===== src/logic/tcb_lite_pkg.sv =====
// shared TCB-lite size encoding, response delay and status codes, imported by RTL and testbench
package tcb_lite_pkg;

    ////////////////////////////////////////////////////////////////////////////
    // transfer size
    ////////////////////////////////////////////////////////////////////////////

    // logarithmic size, byte count is 2**value
    typedef enum logic [1:0] {
        SIZ_BYTE  = 2'd0,
        SIZ_HALF  = 2'd1,
        SIZ_WORD  = 2'd2,
        // only legal on a 64-bit data bus
        SIZ_DWORD = 2'd3
    } tcb_siz_e;

    ////////////////////////////////////////////////////////////////////////////
    // bus timing and defaults
    ////////////////////////////////////////////////////////////////////////////

    // cycles from request transfer to response
    // memory and delay line both rely on this being at least 1
    localparam int TCB_DLY = 1;

    // default data width in bits
    localparam int TCB_DAT_DEF = 32;

    // default byte address width
    localparam int TCB_ADR_DEF = 32;

    ////////////////////////////////////////////////////////////////////////////
    // response status
    ////////////////////////////////////////////////////////////////////////////

    // access completed normally
    localparam logic [1:0] TCB_STS_OK    = 2'd0;

    // word address beyond the memory depth
    localparam logic [1:0] TCB_STS_RANGE = 2'd1;

endpackage

===== src/logic/tcb_lite_logsize2byteena.sv =====
`timescale 1ns/100ps
// converts logarithmic-size TCB-lite requests to byte-enable form for the memory side
module tcb_lite_logsize2byteena #(
    parameter int DAT = 32,
    parameter int ADR = 32
)(
    // manager side request
    input  logic                         vld,
    input  logic                         wen,
    input  logic [ADR-1:0]               adr,
    input  tcb_lite_pkg::tcb_siz_e       siz,
    input  logic [DAT-1:0]               wdt,
    // manager side response
    output logic                         rdy,
    output logic [DAT-1:0]               rdt,
    output logic [1:0]                   sts,
    output logic                         err,
    // memory side request
    output logic                         mem_vld,
    output logic                         mem_wen,
    output logic [ADR-1:0]               mem_adr,
    output logic [DAT/8-1:0]             mem_byt,
    output logic [DAT-1:0]               mem_wdt,
    // memory side response
    input  logic                         mem_rdy,
    input  logic [DAT-1:0]               mem_rdt,
    input  logic [1:0]                   mem_sts,
    input  logic                         mem_err,
    // delayed request info for read alignment
    input  logic [$clog2(DAT/8)-1:0]     rsp_off,
    input  tcb_lite_pkg::tcb_siz_e       rsp_siz
);
    import tcb_lite_pkg::*;

    localparam int BYT = DAT/8;
    localparam int OFF = $clog2(BYT);

    // request offset and masks
    logic [OFF-1:0] req_off;
    logic [OFF-1:0] req_msk;
    logic [OFF-1:0] rsp_msk;
    // base offset of the aligned group at response time
    logic [OFF-1:0] rsp_base;

    // byte views of the data busses
    logic [BYT-1:0][7:0] wdt_b;
    logic [BYT-1:0][7:0] mem_wdt_b;
    logic [BYT-1:0][7:0] mem_rdt_b;
    logic [BYT-1:0][7:0] rdt_b;

    ////////////////////////////////////////////////////////////////////////////
    // helper functions
    ////////////////////////////////////////////////////////////////////////////

    // offset bits at or above the size select the group
    function automatic logic [OFF-1:0] size_mask(input tcb_siz_e s);
        logic [OFF-1:0] m;
        for (int i = 0; i < OFF; i++) begin
            m[i] = (i >= int'(s));
        end
        return m;
    endfunction

    // OR of each bit with all bits above it
    function automatic logic [OFF-1:0] prefix_or(input logic [OFF-1:0] val);
        logic [OFF-1:0] p;
        p[OFF-1] = val[OFF-1];
        for (int i = OFF-1; i > 0; i--) begin
            p[i-1] = p[i] | val[i-1];
        end
        return p;
    endfunction

    ////////////////////////////////////////////////////////////////////////////
    // request path
    ////////////////////////////////////////////////////////////////////////////

    // handshake and control straight through
    assign mem_vld = vld;
    assign mem_wen = wen;
    assign mem_adr = adr;

    assign req_off = adr[OFF-1:0];
    assign req_msk = size_mask(siz);

    // enable every lane of the naturally aligned group
    always_comb begin
        for (int i = 0; i < BYT; i++) begin
            mem_byt[i] = ((req_off & req_msk) == (OFF'(i) & req_msk));
        end
    end

    // low order bytes copied into each lane of the group
    assign wdt_b = wdt;
    always_comb begin
        for (int i = 0; i < BYT; i++) begin
            mem_wdt_b[i] = wdt_b[OFF'(i) & ~req_msk];
        end
    end
    assign mem_wdt = mem_wdt_b;

    ////////////////////////////////////////////////////////////////////////////
    // response path
    ////////////////////////////////////////////////////////////////////////////

    // same group base as the byte enables used
    assign rsp_msk  = size_mask(rsp_siz);
    assign rsp_base = rsp_off & rsp_msk;

    // shift addressed bytes down towards lane 0
    assign mem_rdt_b = mem_rdt;
    always_comb begin
        for (int i = 0; i < BYT; i++) begin
            rdt_b[i] = mem_rdt_b[(~prefix_or(OFF'(i)) & rsp_base) | OFF'(i)];
        end
    end
    assign rdt = rdt_b;

    // status, error and ready pass up unchanged
    assign sts = mem_sts;
    assign err = mem_err;
    assign rdy = mem_rdy;

endmodule


===== config.mk =====
export PLATFORM = sky130hd
export DESIGN_NAME = tcb_lite_logsize2byteena
export DESIGN_NICKNAME = d
export VERILOG_FILES = /design/src/logic/tcb_lite_pkg.sv /design/src/logic/tcb_lite_logsize2byteena.sv
export SDC_FILE = /design/constraint.sdc
export NUM_CORES = 1
export LEC_CHECK = 0
export ABC_AREA = 1
export BUFFER_PORTS_ARGS = -buffer_cell sky130_fd_sc_hd__clkbuf_2
export CORE_AREA = 2 2 84 86
export DETAILED_ROUTE_END_ITERATION = 10
export DIE_AREA = 0 0 86 88
export PLACE_DENSITY = 0.64
export SETUP_SLACK_MARGIN = 0.3
export SLEW_MARGIN = 20
export SYNTH_ARGS = -nofsm -noshare
export SYNTH_HDL_FRONTEND = slang
export SYNTH_SLANG_ARGS = --single-unit

===== constraint.sdc =====
create_clock -name vclk -period 1.1
set_input_delay 0.11 -clock vclk [all_inputs]
set_output_delay 0.11 -clock vclk [all_outputs]
set_load 0.03 [all_outputs]

==> out/metrics.cfg <==
[sta]
finalSetupViolCount=0
layout_setup_ws_ns=0.1148
tightest_slew_ns=0.2298
fin_crit_sh=0.8957
fin_crit_ns=0.9852
relSlewSlack=0.8466
rsz0062_at_grt=yes
maxSlewViolCount=0
max_freq_mhz=1015
hold_violations=0

[critical_path]
cpMaxStageDelayCell=clkbuf_16
crit_start=rsp_siz[1]
cpLargestDelayFamily=buffers and inverters
slowest_delay_ns=0.15
worstPathArrival_ns=0.88
required_ns=0.99
cp-end-kind=output port
path_class=input pin to output port
crit_path_cell_trace=clkbuf_16, clkinv_16, buf_12, nand3_1, nand3_2, nand2_2, buf_8
path_max_fanout=6
critPathBufInv=4
critPathLaunchType=input pin

[placed_design]
dpl_cell_area_mm2=0.001921
port_buffers=142
dp_hpwl_um=3933
placedCellCount=426
routabilityCongestion=0.8493
post-place-ws_ns=-0.009075

[global_routing]
antenna_found_initial=0
grt_pass1_vias=2016
grt_max_degree=17
grt.total_usage=0.1406
grt_pass1_wl_um=8859
overflow=0

[power_and_ir_drop]
clkPwrFrac=0
peakVddDrop_uv=275.0
seqPwrFrac=0
p_leak_nw=1.658
comb_power_share=1.000
internal-power_mw=0.7816
swShare=0.5526
p_per_area_mw_per_mm2=576.3
switchingPower_mw=0.9656

[yosys]
syn_inst=265
synth_top_family_by_area=buffers and inverters
yosysWarnings=0
synthXorXnorAreaFrac=0
yosys.area_share.simple=0.4310
synth_area_per_cell_um2=5.269
syn_nets=373
ys_seq_area_frac=0
synth.distinct_cells=14
synthAdderAreaFrac=0
syn-cell-area_mm2=0.001396
synth_compound_area_frac=0.04301
muxShareOfSynthArea=0

[drt]
wirelength_um=6649
ant_nets=0
via_count=1946
post_drt_wl_per_cell_um=15.39
drt_iter0_drc=24
drt_pass1_iterations=4
vias_per_cell=4.505
drcViolationCount=0

[die]
die_area_mm2=0.007568
die_y_um=88
ios=214
num_rows=30
die_x_um=86
start_util=0.2102
coreArea_mm2=0.006644

[finish]
post-route-util=0.4563
regArea_um2=0
nNetsFinal=462
finalInstanceArea_mm2=0.003032
nFlopsAndLatches=0
fill_cells=602
clkbuf_count=0
instances_no_fill=432
area_delta_synth_final_pct=117.1
diodes=0
drive_above_1_share=0.7670

[min_path]
hp-class=input pin to output port
hold_start=adr[18]

[job]
max-cap-violations=0

[outcome]
status=complete, no violations

-- logic make-up (layout without fill, tap and decap cells) --
family,Yosys count,in the layout
buffers and inverters,124,209
AO/OA/AOI/OAI,12,12
AND/OR/NAND/NOR,129,131
-- layer usage --
| metal | global-route usage | wire, um |
|---|---|---|
| met5 | 0 | 0 |
| met1 | 0.1288 | 2032 |
| met4 | 0.04185 | 177 |
| met3 | 0.02451 | 553 |
| met2 | 0.3058 | 3885 |
-- cells in the mapped netlist --
library cell	instances	area, um2
nand3_1	40	200.2
nand2_2	2	12.51
inv_2	2	7.510
buf_2	2	10.01
nor2_1	4	15.01
nand2_1	64	240.2
a21oi_1	4	20.02
inv_1	52	195.2
nor2_4	1	11.26
o21ai_0	8	40.04
and2_1	16	100.1
nand2_4	2	22.52
buf_4	65	488.0
buf_6	3	33.78
-- path summary, 6_finish.rpt --
path | to | depth (start not counted)
setup / recovery | rdt[7] | 7
hold / removal | mem_adr[18] | 0
-- layout by cell type, fill, tap and decap left out --
cell       netlist  layout
and2_4           0      16
buf_8            0      27
nand2_8          0       3
inv_2            2       2
nor2_1           4       1
nand2_1         64      25
inv_1           52      50
clkinv_16        0       1
nor2_2           0       1
buf_16           0       2
o21ai_2          0       6
nand3_1         40       6
nand2_2          2      30
nor2_4           1       4
clkbuf_8         0      21
a21oi_4          0       4
buf_6            3       3
nand3_2          0      21
buf_12           0       4
nand3_4          0      13
nand2_4          2      11
buf_4           65       3
inv_4            0       1
clkbuf_16        0       3
o21ai_4          0       2
clkbuf_2         0      92
-- power by group through the flow --
stage	combinational (mW)	sequential [mW]	clock (mW)
after CTS	1.59	0	0
final	1.75	0	0
after floorplan	1.08	0	0
after global routing	1.83	0	0
after detailed placement	1.15	0	0
after global placement	1.14	0	0
-- timing repair --
item	in CTS	in global routing
pin swaps	42	17
buffers inserted	1	1
setup endpoints to repair	44	44
hold endpoints to repair	0	0
gates resized for setup	182	61
cloned	4	0
hold buffers	0	0
-- area by class of cell --
class | count | area, um2 | share of cell area
repair buffers | 155 | 1421 | 0.4688
inverters | 54 | 231.5 | 0.07635
well taps | 80 | 100.1 | 0.03302
multi-input cells | 143 | 1279 | 0.4218
-- per-stage QoR --
| step | setup TNS, ns | hold slack [ns] | power [mW] |
|---|---|---|---|
| 2_1_floorplan | 0 | 0.2916 | 1.082 |
| 5_1_grt | 0 | 0.2200 | 1.827 |
| 6_report | 0 | 0.2200 | 1.747 |
| 3_3_place_gp | 0 | 0.2202 | 1.141 |
| 3_5_place_dp | -0.01217 | 0.2202 | 1.148 |
| 4_1_cts | 0 | 0.2202 | 1.585 |
Power figures use the tool's default switching activity.
